===== config.mk =====
export PLATFORM = sky130hd
export DESIGN_NAME = fetch_top
export DESIGN_NICKNAME = d
export VERILOG_FILES = /design/src/fetch_pkg.sv /design/src/branch_predictor.sv /design/src/fetch_stage.sv /design/src/fetch_top.sv /design/src/if_id_reg.sv /design/src/instr_mem.sv
export SDC_FILE = /design/constraint.sdc
export NUM_CORES = 2
export LEC_CHECK = 0
export BUFFER_PORTS_ARGS = -buffer_cell sky130_fd_sc_hd__buf_2
export CORE_MARGIN = 4
export CORE_UTILIZATION = 40
export CTS_CLUSTER_SIZE = 30
export DETAILED_ROUTE_END_ITERATION = 16
export GPL_TIMING_DRIVEN = 0
export SLEW_MARGIN = 10
export SYNTH_ARGS = -nofsm -noshare
export SYNTH_HDL_FRONTEND = slang
export SYNTH_MEMORY_MAX_BITS = 65536
export SYNTH_SLANG_ARGS = --single-unit

===== constraint.sdc =====
create_clock -name clk -period 3.55 [get_ports clk]
set_input_delay 0.5325 -clock clk [delete_from_list [all_inputs] [get_ports clk]]
set_output_delay 0.5325 -clock clk [all_outputs]
set_load 0.05 [all_outputs]

===== src/fetch_pkg.sv =====
package fetch_pkg;

  ////////////////////////////////////////////////////////////////////////////
  // Datapath widths
  ////////////////////////////////////////////////////////////////////////////
  localparam int ADDR_W  = 16;             // Byte address of the PC
  localparam int INSTR_W = 16;             // One instruction word

  ////////////////////////////////////////////////////////////////////////////
  // Predictor and memory sizes
  ////////////////////////////////////////////////////////////////////////////
  localparam int BP_IDX_W   = 4;                 // Indexed by PC[3:0]
  localparam int BP_ENTRIES = 1 << BP_IDX_W;     // BHT and BTB depth
  localparam int IMEM_AW    = 8;                 // Word address, PC[8:1]
  localparam int IMEM_DEPTH = 1 << IMEM_AW;      // 256 instruction words

  // Where fetch starts after reset
  localparam logic [ADDR_W-1:0] RESET_PC = '0;

  // 2-bit saturating counter, MSB set means predict taken
  typedef enum logic [1:0] {
    strong_not_taken = 2'b00,
    weak_not_taken   = 2'b01,  // Reset state
    weak_taken       = 2'b10,
    strong_taken     = 2'b11
  } bht_state_e;

endpackage


===== src/branch_predictor.sv =====
`timescale 1ns/1ps

module branch_predictor (
  input  logic                          clk,
  input  logic                          rst_n,
  input  logic [fetch_pkg::BP_IDX_W-1:0] lookup_idx,  // PC[3:0] of the fetch
  input  logic                          upd_valid,    // Resolve pulse from decode
  input  logic [fetch_pkg::BP_IDX_W-1:0] upd_idx,     // PC[3:0] of the resolved branch
  input  logic                          upd_taken,    // Actual outcome
  input  logic [fetch_pkg::ADDR_W-1:0]   upd_target,  // Actual target
  output logic                          pred_taken,
  output logic [fetch_pkg::ADDR_W-1:0]   pred_target
);
  import fetch_pkg::*;

  bht_state_e        bht        [BP_ENTRIES];  // Branch history table
  logic [ADDR_W-1:0] btb_target [BP_ENTRIES];  // Branch target buffer, no tags
  logic [BP_ENTRIES-1:0] btb_valid;            // BTB entry holds a target

  // One saturating step toward the outcome
  function automatic bht_state_e bht_step(input bht_state_e cur, input logic taken);
    bht_state_e nxt;
    nxt = cur;
    case (cur)
      strong_not_taken: nxt = taken ? weak_not_taken : strong_not_taken;
      weak_not_taken:   nxt = taken ? weak_taken     : strong_not_taken;
      weak_taken:       nxt = taken ? strong_taken   : weak_not_taken;
      strong_taken:     nxt = taken ? strong_taken   : weak_taken;
      default:          nxt = weak_not_taken;
    endcase
    return nxt;
  endfunction

  ////////////////////////////////////////////////////////////////////////////
  // Lookup, purely combinational
  ////////////////////////////////////////////////////////////////////////////
  logic ctr_taken;

  // Taken states only
  assign ctr_taken   = (bht[lookup_idx] == weak_taken) || (bht[lookup_idx] == strong_taken);
  // No target cached means fall through to PC+2
  assign pred_taken  = ctr_taken && btb_valid[lookup_idx];
  assign pred_target = btb_target[lookup_idx];

  ////////////////////////////////////////////////////////////////////////////
  // Resolve-time update
  ////////////////////////////////////////////////////////////////////////////
  always_ff @(posedge clk or negedge rst_n) begin
    if (!rst_n) begin
      for (int i = 0; i < BP_ENTRIES; i++) begin
        bht[i] <= weak_not_taken;
      end
      btb_valid <= '0;                         // All targets unknown
    end else if (upd_valid) begin
      bht[upd_idx] <= bht_step(bht[upd_idx], upd_taken);
      if (upd_taken) begin
        btb_valid[upd_idx] <= 1'b1;            // Taken outcome caches its target
      end
    end
  end

  // Target payload, qualified by btb_valid
  always_ff @(posedge clk) begin
    if (upd_valid && upd_taken) begin
      btb_target[upd_idx] <= upd_target;
    end
  end

endmodule


===== src/fetch_stage.sv =====
`timescale 1ns/1ps

module fetch_stage (
  input  logic                          clk,
  input  logic                          rst_n,
  input  logic                          advance,         // PC write enable from IF/ID
  input  logic                          res_valid,       // Resolve pulse
  input  logic [fetch_pkg::ADDR_W-1:0]  res_pc,
  input  logic                          res_taken,
  input  logic [fetch_pkg::ADDR_W-1:0]  res_target,
  input  logic                          res_mispredict,
  input  logic                          load_en,
  input  logic [fetch_pkg::IMEM_AW-1:0] load_addr,
  input  logic [fetch_pkg::INSTR_W-1:0] load_data,
  output logic [fetch_pkg::ADDR_W-1:0]  pc_curr,
  output logic [fetch_pkg::INSTR_W-1:0] instr,
  output logic                          pred_taken
);
  import fetch_pkg::*;

  logic [ADDR_W-1:0] pc_plus2;      // Sequential address
  logic [ADDR_W-1:0] pred_target;   // From the BTB
  logic [ADDR_W-1:0] pc_pred;       // Predicted next PC
  logic [ADDR_W-1:0] redirect_pc;   // Correct path after a mispredict
  logic [ADDR_W-1:0] pc_next;
  logic              redirect;
  logic              pc_we;

  ////////////////////////////////////////////////////////////////////////////
  // Next PC selection
  ////////////////////////////////////////////////////////////////////////////
  assign pc_plus2    = pc_curr + ADDR_W'(2);                      // 2 bytes per instruction
  assign pc_pred     = pred_taken ? pred_target : pc_plus2;
  assign redirect    = res_valid && res_mispredict;
  assign redirect_pc = res_taken ? res_target : res_pc + ADDR_W'(2);
  assign pc_next     = redirect ? redirect_pc : pc_pred;           // Redirect wins
  assign pc_we       = advance || redirect;                        // Redirect ignores stall

  // PC register
  always_ff @(posedge clk or negedge rst_n) begin
    if (!rst_n) begin
      pc_curr <= RESET_PC;
    end else if (pc_we) begin
      pc_curr <= pc_next;
    end
  end

  branch_predictor branch_predictor_inst (
    .clk         (clk),
    .rst_n       (rst_n),
    .lookup_idx  (pc_curr[BP_IDX_W-1:0]),
    .upd_valid   (res_valid),
    .upd_idx     (res_pc[BP_IDX_W-1:0]),
    .upd_taken   (res_taken),
    .upd_target  (res_target),
    .pred_taken  (pred_taken),
    .pred_target (pred_target)
  );

  // Byte PC to word address
  instr_mem instr_mem_inst (
    .clk     (clk),
    .rst_n   (rst_n),
    .rd_addr (pc_curr[IMEM_AW:1]),
    .rd_data (instr),
    .wr_en   (load_en),
    .wr_addr (load_addr),
    .wr_data (load_data)
  );

endmodule


===== src/fetch_top.sv =====
`timescale 1ns/1ps

module fetch_top (
  input  logic                          clk,
  input  logic                          rst_n,
  // Program load
  input  logic                          load_en,
  input  logic [fetch_pkg::IMEM_AW-1:0] load_addr,
  input  logic [fetch_pkg::INSTR_W-1:0] load_data,
  // Decode handshake
  output logic                          out_valid,
  input  logic                          out_ready,
  output logic [fetch_pkg::ADDR_W-1:0]  out_pc,
  output logic [fetch_pkg::INSTR_W-1:0] out_instr,
  output logic                          out_pred_taken,
  // Branch resolve from decode
  input  logic                          res_valid,
  input  logic [fetch_pkg::ADDR_W-1:0]  res_pc,
  input  logic                          res_taken,
  input  logic [fetch_pkg::ADDR_W-1:0]  res_target,
  input  logic                          res_mispredict
);
  import fetch_pkg::*;

  logic [ADDR_W-1:0]  pc_curr;     // Fetch PC
  logic [INSTR_W-1:0] instr;       // Word at pc_curr
  logic               pred_taken;
  logic               advance;     // IF/ID can take a new item

  fetch_stage fetch_stage_inst (
    .clk            (clk),
    .rst_n          (rst_n),
    .advance        (advance),
    .res_valid      (res_valid),
    .res_pc         (res_pc),
    .res_taken      (res_taken),
    .res_target     (res_target),
    .res_mispredict (res_mispredict),
    .load_en        (load_en),
    .load_addr      (load_addr),
    .load_data      (load_data),
    .pc_curr        (pc_curr),
    .instr          (instr),
    .pred_taken     (pred_taken)
  );

  if_id_reg if_id_reg_inst (
    .clk            (clk),
    .rst_n          (rst_n),
    .in_pc          (pc_curr),
    .in_instr       (instr),
    .in_pred_taken  (pred_taken),
    .flush          (res_mispredict),  // Resolve pulses are single cycle
    .advance        (advance),
    .out_valid      (out_valid),
    .out_pc         (out_pc),
    .out_instr      (out_instr),
    .out_pred_taken (out_pred_taken),
    .out_ready      (out_ready)
  );

endmodule


===== src/if_id_reg.sv =====
`timescale 1ns/1ps

module if_id_reg (
  input  logic                          clk,
  input  logic                          rst_n,
  input  logic [fetch_pkg::ADDR_W-1:0]  in_pc,
  input  logic [fetch_pkg::INSTR_W-1:0] in_instr,
  input  logic                          in_pred_taken,
  input  logic                          flush,           // Mispredict from decode
  output logic                          advance,         // Back to the PC register
  output logic                          out_valid,
  output logic [fetch_pkg::ADDR_W-1:0]  out_pc,
  output logic [fetch_pkg::INSTR_W-1:0] out_instr,
  output logic                          out_pred_taken,
  input  logic                          out_ready
);
  import fetch_pkg::*;

  // Empty, or the held item leaves this edge
  assign advance = !out_valid || out_ready;

  ////////////////////////////////////////////////////////////////////////////
  // Valid bit
  ////////////////////////////////////////////////////////////////////////////
  always_ff @(posedge clk or negedge rst_n) begin
    if (!rst_n) begin
      out_valid <= 1'b0;
    end else if (flush) begin
      out_valid <= 1'b0;                 // Wrong-path item dropped
    end else if (advance) begin
      out_valid <= 1'b1;                 // Fetch always has an item
    end
  end

  // Payload, frozen under back-pressure
  always_ff @(posedge clk) begin
    if (advance) begin
      out_pc         <= in_pc;
      out_instr      <= in_instr;
      out_pred_taken <= in_pred_taken;
    end
  end

endmodule


===== src/instr_mem.sv =====
`timescale 1ns/1ps

module instr_mem (
  input  logic                          clk,
  input  logic                          rst_n,
  input  logic [fetch_pkg::IMEM_AW-1:0] rd_addr,   // Word address from PC[8:1]
  output logic [fetch_pkg::INSTR_W-1:0] rd_data,
  input  logic                          wr_en,     // Program load strobe
  input  logic [fetch_pkg::IMEM_AW-1:0] wr_addr,
  input  logic [fetch_pkg::INSTR_W-1:0] wr_data
);
  import fetch_pkg::*;

  logic [INSTR_W-1:0] mem [IMEM_DEPTH];  // Program storage

  // Asynchronous read, instruction valid in the same cycle as the PC
  assign rd_data = mem[rd_addr];

  // Program load port
  always_ff @(posedge clk) begin
    if (wr_en && rst_n) begin              // Loads ignored while in reset
      mem[wr_addr] <= wr_data;
    end
  end

endmodule


==> results.json <==
{
  "io_buffers": 94,
  "slew_viol_final": 11,
  "seqPwrFrac_pct": 35.3,
  "p_sw_share_pct": 36.46,
  "wl_um": 593600,
  "synthFlopType": "edfxtp_1",
  "num_vias": 91950,
  "start_util_pct": 40.22,
  "period_share_pct": 118.6,
  "cp_num_buf_inv": 3,
  "peakVddDrop_mv": 0.5121,
  "maxCapViolCount": 1,
  "cp_top_family": "buffers and inverters",
  "relSlewSlack_pct": -4.009,
  "crit_slowest_cell": "buf_1",
  "drt_pass1_iterations": 8,
  "antenna_found_initial": 58,
  "fin_nets": 8609,
  "path_cells": "clkbuf_4 > buf_1 > clkbuf_4 > o22ai_4 > nand4b_1 > a32o_2",
  "drive_gt1_share_pct": 34.44,
  "drtIter0Drc": 15910,
  "tritoncts": "built",
  "status": "finished, violations left",
  "routed_via_density": 6.288,
  "yosys_warnings": 0,
  "grt.overflow.total": 0,
  "max_freq_mhz": 237.6,
  "fill_cells": 34190,
  "clock_skew_ps": 55.75,
  "cellPowerDensity_nw_per_um2": 820.5,
  "rr_worst_depth": 6,
  "grt_pass1_wl_um": 786700,
  "clock_sinks": 4450,
  "tightestPinTransition_ps": 1560,
  "fin_ws_ps": -658.8,
  "clkLatencyLatePin_ps": 1020,
  "pwr-share-clk_pct": 28.1,
  "syn_inst": 7652,
  "dieArea_um2": 437500,
  "synth_async_sr_flop_share_pct": 1.461,
  "synth_top_cell_area_share_pct": 77.09,
  "p_leak_nw": 63.57,
  "cp.arrival_ps": 4980,
  "clk_path_buf_depth": 4,
  "ys_types": 64,
  "critical_path_class": "register to register",
  "netlist_area_um2": 170800,
  "drc": 0,
  "r2r_slack_ps": -660,
  "hold-path-cell-count": 1,
  "grt_use_total_pct": 26.79,
  "post-route-util_pct": 47.86,
  "violations": "capacitance limit, slew limit, setup timing",
  "power.internal_w": 0.1059,
  "p_switching_w": 0.06080,
  "place_hpwl_um": 407300,
  "final_antenna_net_count": 0,
  "min_path_type": "primary input to register",
  "coreArea_um2": 424600,
  "syn_nets": 7717,
  "synth_area_per_cell_um2": 22.32,
  "fp-row-count": 239,
  "setup_viol": 16,
  "p_comb_share_pct": 36.5,
  "gp_congestion": 0.9900,
  "critPathRequiredTime_ps": 4320,
  "cp_max_fo": 12,
  "synth_edf_count": 4385,
  "die_height_um": 661.4,
  "startpoint_type": "register",
  "critPathMostFrequentCell": "clkbuf_4",
  "cts.clk_slew.worst_paths_ps": 70,
  "synth.area.top_cells": "edfxtp_1, mux4_2, mux2i_1",
  "totalPowerFinal_w": 0.1667,
  "rsz0062_at_grt": "true",
  "root_buffer": "clkbuf_16",
  "min_from": "load_data[11]",
  "r2r-start": "fetch_stage_inst.pc_curr[5]",
  "crit_path_end_kind": "register",
  "r2r_end": "if_id_reg_inst.out_instr[7]",
  "area_growth_pct": 18.99,
  "die_x_um": 661.4,
  "cts_made_buffers": 447,
  "yosysSeqAreaShare_pct": 78.06,
  "htreeDepth": 5,
  "hold_path_end": "fetch_stage_inst.instr_mem_inst.mem[173][11]",
  "ys_ff_latch": 4450,
  "worst_path_largest_cell_delay_ps": 700,
  "timing_hold_violations_final": 0,
  "grt_pass1_vias": 88390,
  "yosysTopAreaCell": "edfxtp_1",
  "grt_max_degree": 145,
  "ios": 97,
  "wire_per_inst_um": 40.60,
  "min_period_ps": 4209
}
-- cells in the mapped netlist (6+ instances only) --
master,n
xnor2_1,6
nor2b_1,13
nand2_1,119
o221ai_1,24
o211ai_1,21
mux4_2,1088
and2_1,18
a22oi_1,174
a32o_1,14
dfstp_2,16
buf_4,28
mux2_2,41
buf_1,71
nand2b_1,10
nand4b_1,11
nor2_1,330
a221oi_1,90
o22ai_1,57
nor3_1,16
dfrtp_1,49
nand3_1,95
o21ai_0,71
edfxtp_1,4385
xor2_1,6
inv_1,12
a22o_1,24
mux2i_1,265
o21ai_1,53
clkbuf_1,212
a21oi_1,54
buf_2,134
a211oi_1,43
a31oi_1,21
or2_2,18
-- state kept, by name, summed over array words and instances (netlist names), 16 cells and up --
signal and flops:
fetch_stage_inst.instr_mem_inst.mem 4096, fetch_stage_inst.branch_predictor_inst.btb_target 256, fetch_stage_inst.branch_predictor_inst.bht 32, fetch_stage_inst.branch_predictor_inst.btb_valid 16, fetch_stage_inst.pc_curr 16, if_id_reg_inst.out_instr 16
if_id_reg_inst.out_pc 16
-- how the worst max path moves through the flow --
stage          depth (start not counted)                   startpoint                                              to
5_1_grt                                8  fetch_stage_inst.pc_curr[5]                     if_id_reg_inst.out_instr[9]
3_5_place_dp                          10  fetch_stage_inst.pc_curr[2]                    if_id_reg_inst.out_instr[13]
3_3_place_gp                           9  fetch_stage_inst.pc_curr[4]                    if_id_reg_inst.out_instr[14]
2_1_floorplan                          7                    res_pc[1]  fetch_stage_inst.branch_predictor_inst.bht[11]
4_1_cts                                9  fetch_stage_inst.pc_curr[1]                     if_id_reg_inst.out_instr[9]
6_report                               6  fetch_stage_inst.pc_curr[5]                     if_id_reg_inst.out_instr[7]
-- cells by family after synthesis --
kind of cell	share of synthesized area (%)
AO/OA/AOI/OAI	2.793
XOR/XNOR	0.06153
adder cells (fa/ha/maj)	0.02783
buffers and inverters	1.193
flip-flops	78.06
multiplexers	16.18
AND/OR/NAND/NOR	1.689
-- worst register-to-register path, cell delays in order, from the launching register on --
cell and delay, ps:
dfrtp_2 680, clkbuf_4 520, buf_1 720, clkbuf_4 670
o22ai_4 300, nand4b_1 580, a32o_2 500
-- power groups by stage --
stage	Clock [W]	Sequential (W)	Combinational, W
6_report	0.0469	0.0589	0.0609
5_1_grt	0.0494	0.0589	0.0609
4_1_cts	0.0472	0.0589	0.0579
3_5_place_dp	0	0.0599	0.0531
3_3_place_gp	0	0.0601	0.0521
2_1_floorplan	0	0.0604	0.0257
-- cell type report --
type | instances | area (µm²) | share of cell area (%)
well taps | 5663 | 7086 | 3.486
clock inverters | 303 | 2808 | 1.382
multi-input cells | 2740 | 37810 | 18.60
inverters | 13 | 50.05 | 0.02463
clock buffers | 527 | 11630 | 5.724
flip-flops and latches | 4450 | 133300 | 65.61
repair buffers | 451 | 6397 | 3.148
plain buffers | 441 | 4033 | 1.984
diodes | 34 | 85.08 | 0.04186
-- cell usage in the layout, fill, tap and decap left out, drive strengths merged, types with 34 or more instances in the layout --
cell type | Yosys | routed
mux2 | 42 | 42
o21ai | 124 | 124
mux2i | 265 | 265
nor2 | 330 | 330
nand3 | 95 | 95
diode | 0 | 34
buf | 237 | 645
mux4 | 1088 | 1088
a221oi | 90 | 90
clkbuf | 212 | 732
edfxtp | 4385 | 4385
a211oi | 43 | 43
clkinv | 1 | 225
a21oi | 54 | 54
a22oi | 174 | 174
nand2 | 119 | 119
o22ai | 57 | 57
bufinv | 0 | 41
dfrtp | 49 | 49
-- repair_timing --
| item | CTS | global route |
|---|---|---|
| hold buffers | 33 | 0 |
| pin swaps | 53 | 44 |
| endpoints found under the hold margin | 539 | 0 |
| buffers inserted | 22 | 26 |
| setup endpoints to repair | 33 | 16 |
| cloned | 2 | 0 |
| gates resized for setup | 845 | 123 |
-- stage by stage --
step                setup TNS [ps]  area (µm²)  instances  worst slack, ps  hold WS [ps]
CTS                          -5014      202400      14560           -387.3         9.266
finish                       -7681      203200      14620           -658.8         46.88
global route                 -5105      203200      14600           -438.2         41.79
detailed placement         -526390      184500      13680            -2876         451.7
floorplan                        0      170800       7652            772.7         236.9
global placement                 -      178400      13410            -4530         445.0
-- routing by layer --
layer / part of all wire, % / routed length [µm] / up-vias / GRT usage, %
met5: 0.097 / 575 / - / 0.5813
met4: 6.3 / 37260 / 24 / 14.38
li1: - / - / 34470 / -
met1: 36 / 210800 / 49250 / 34.73
met3: 14 / 83450 / 1287 / 9.903
met2: 44 / 261600 / 6911 / 39.27
(Power assumes the default switching activity.)
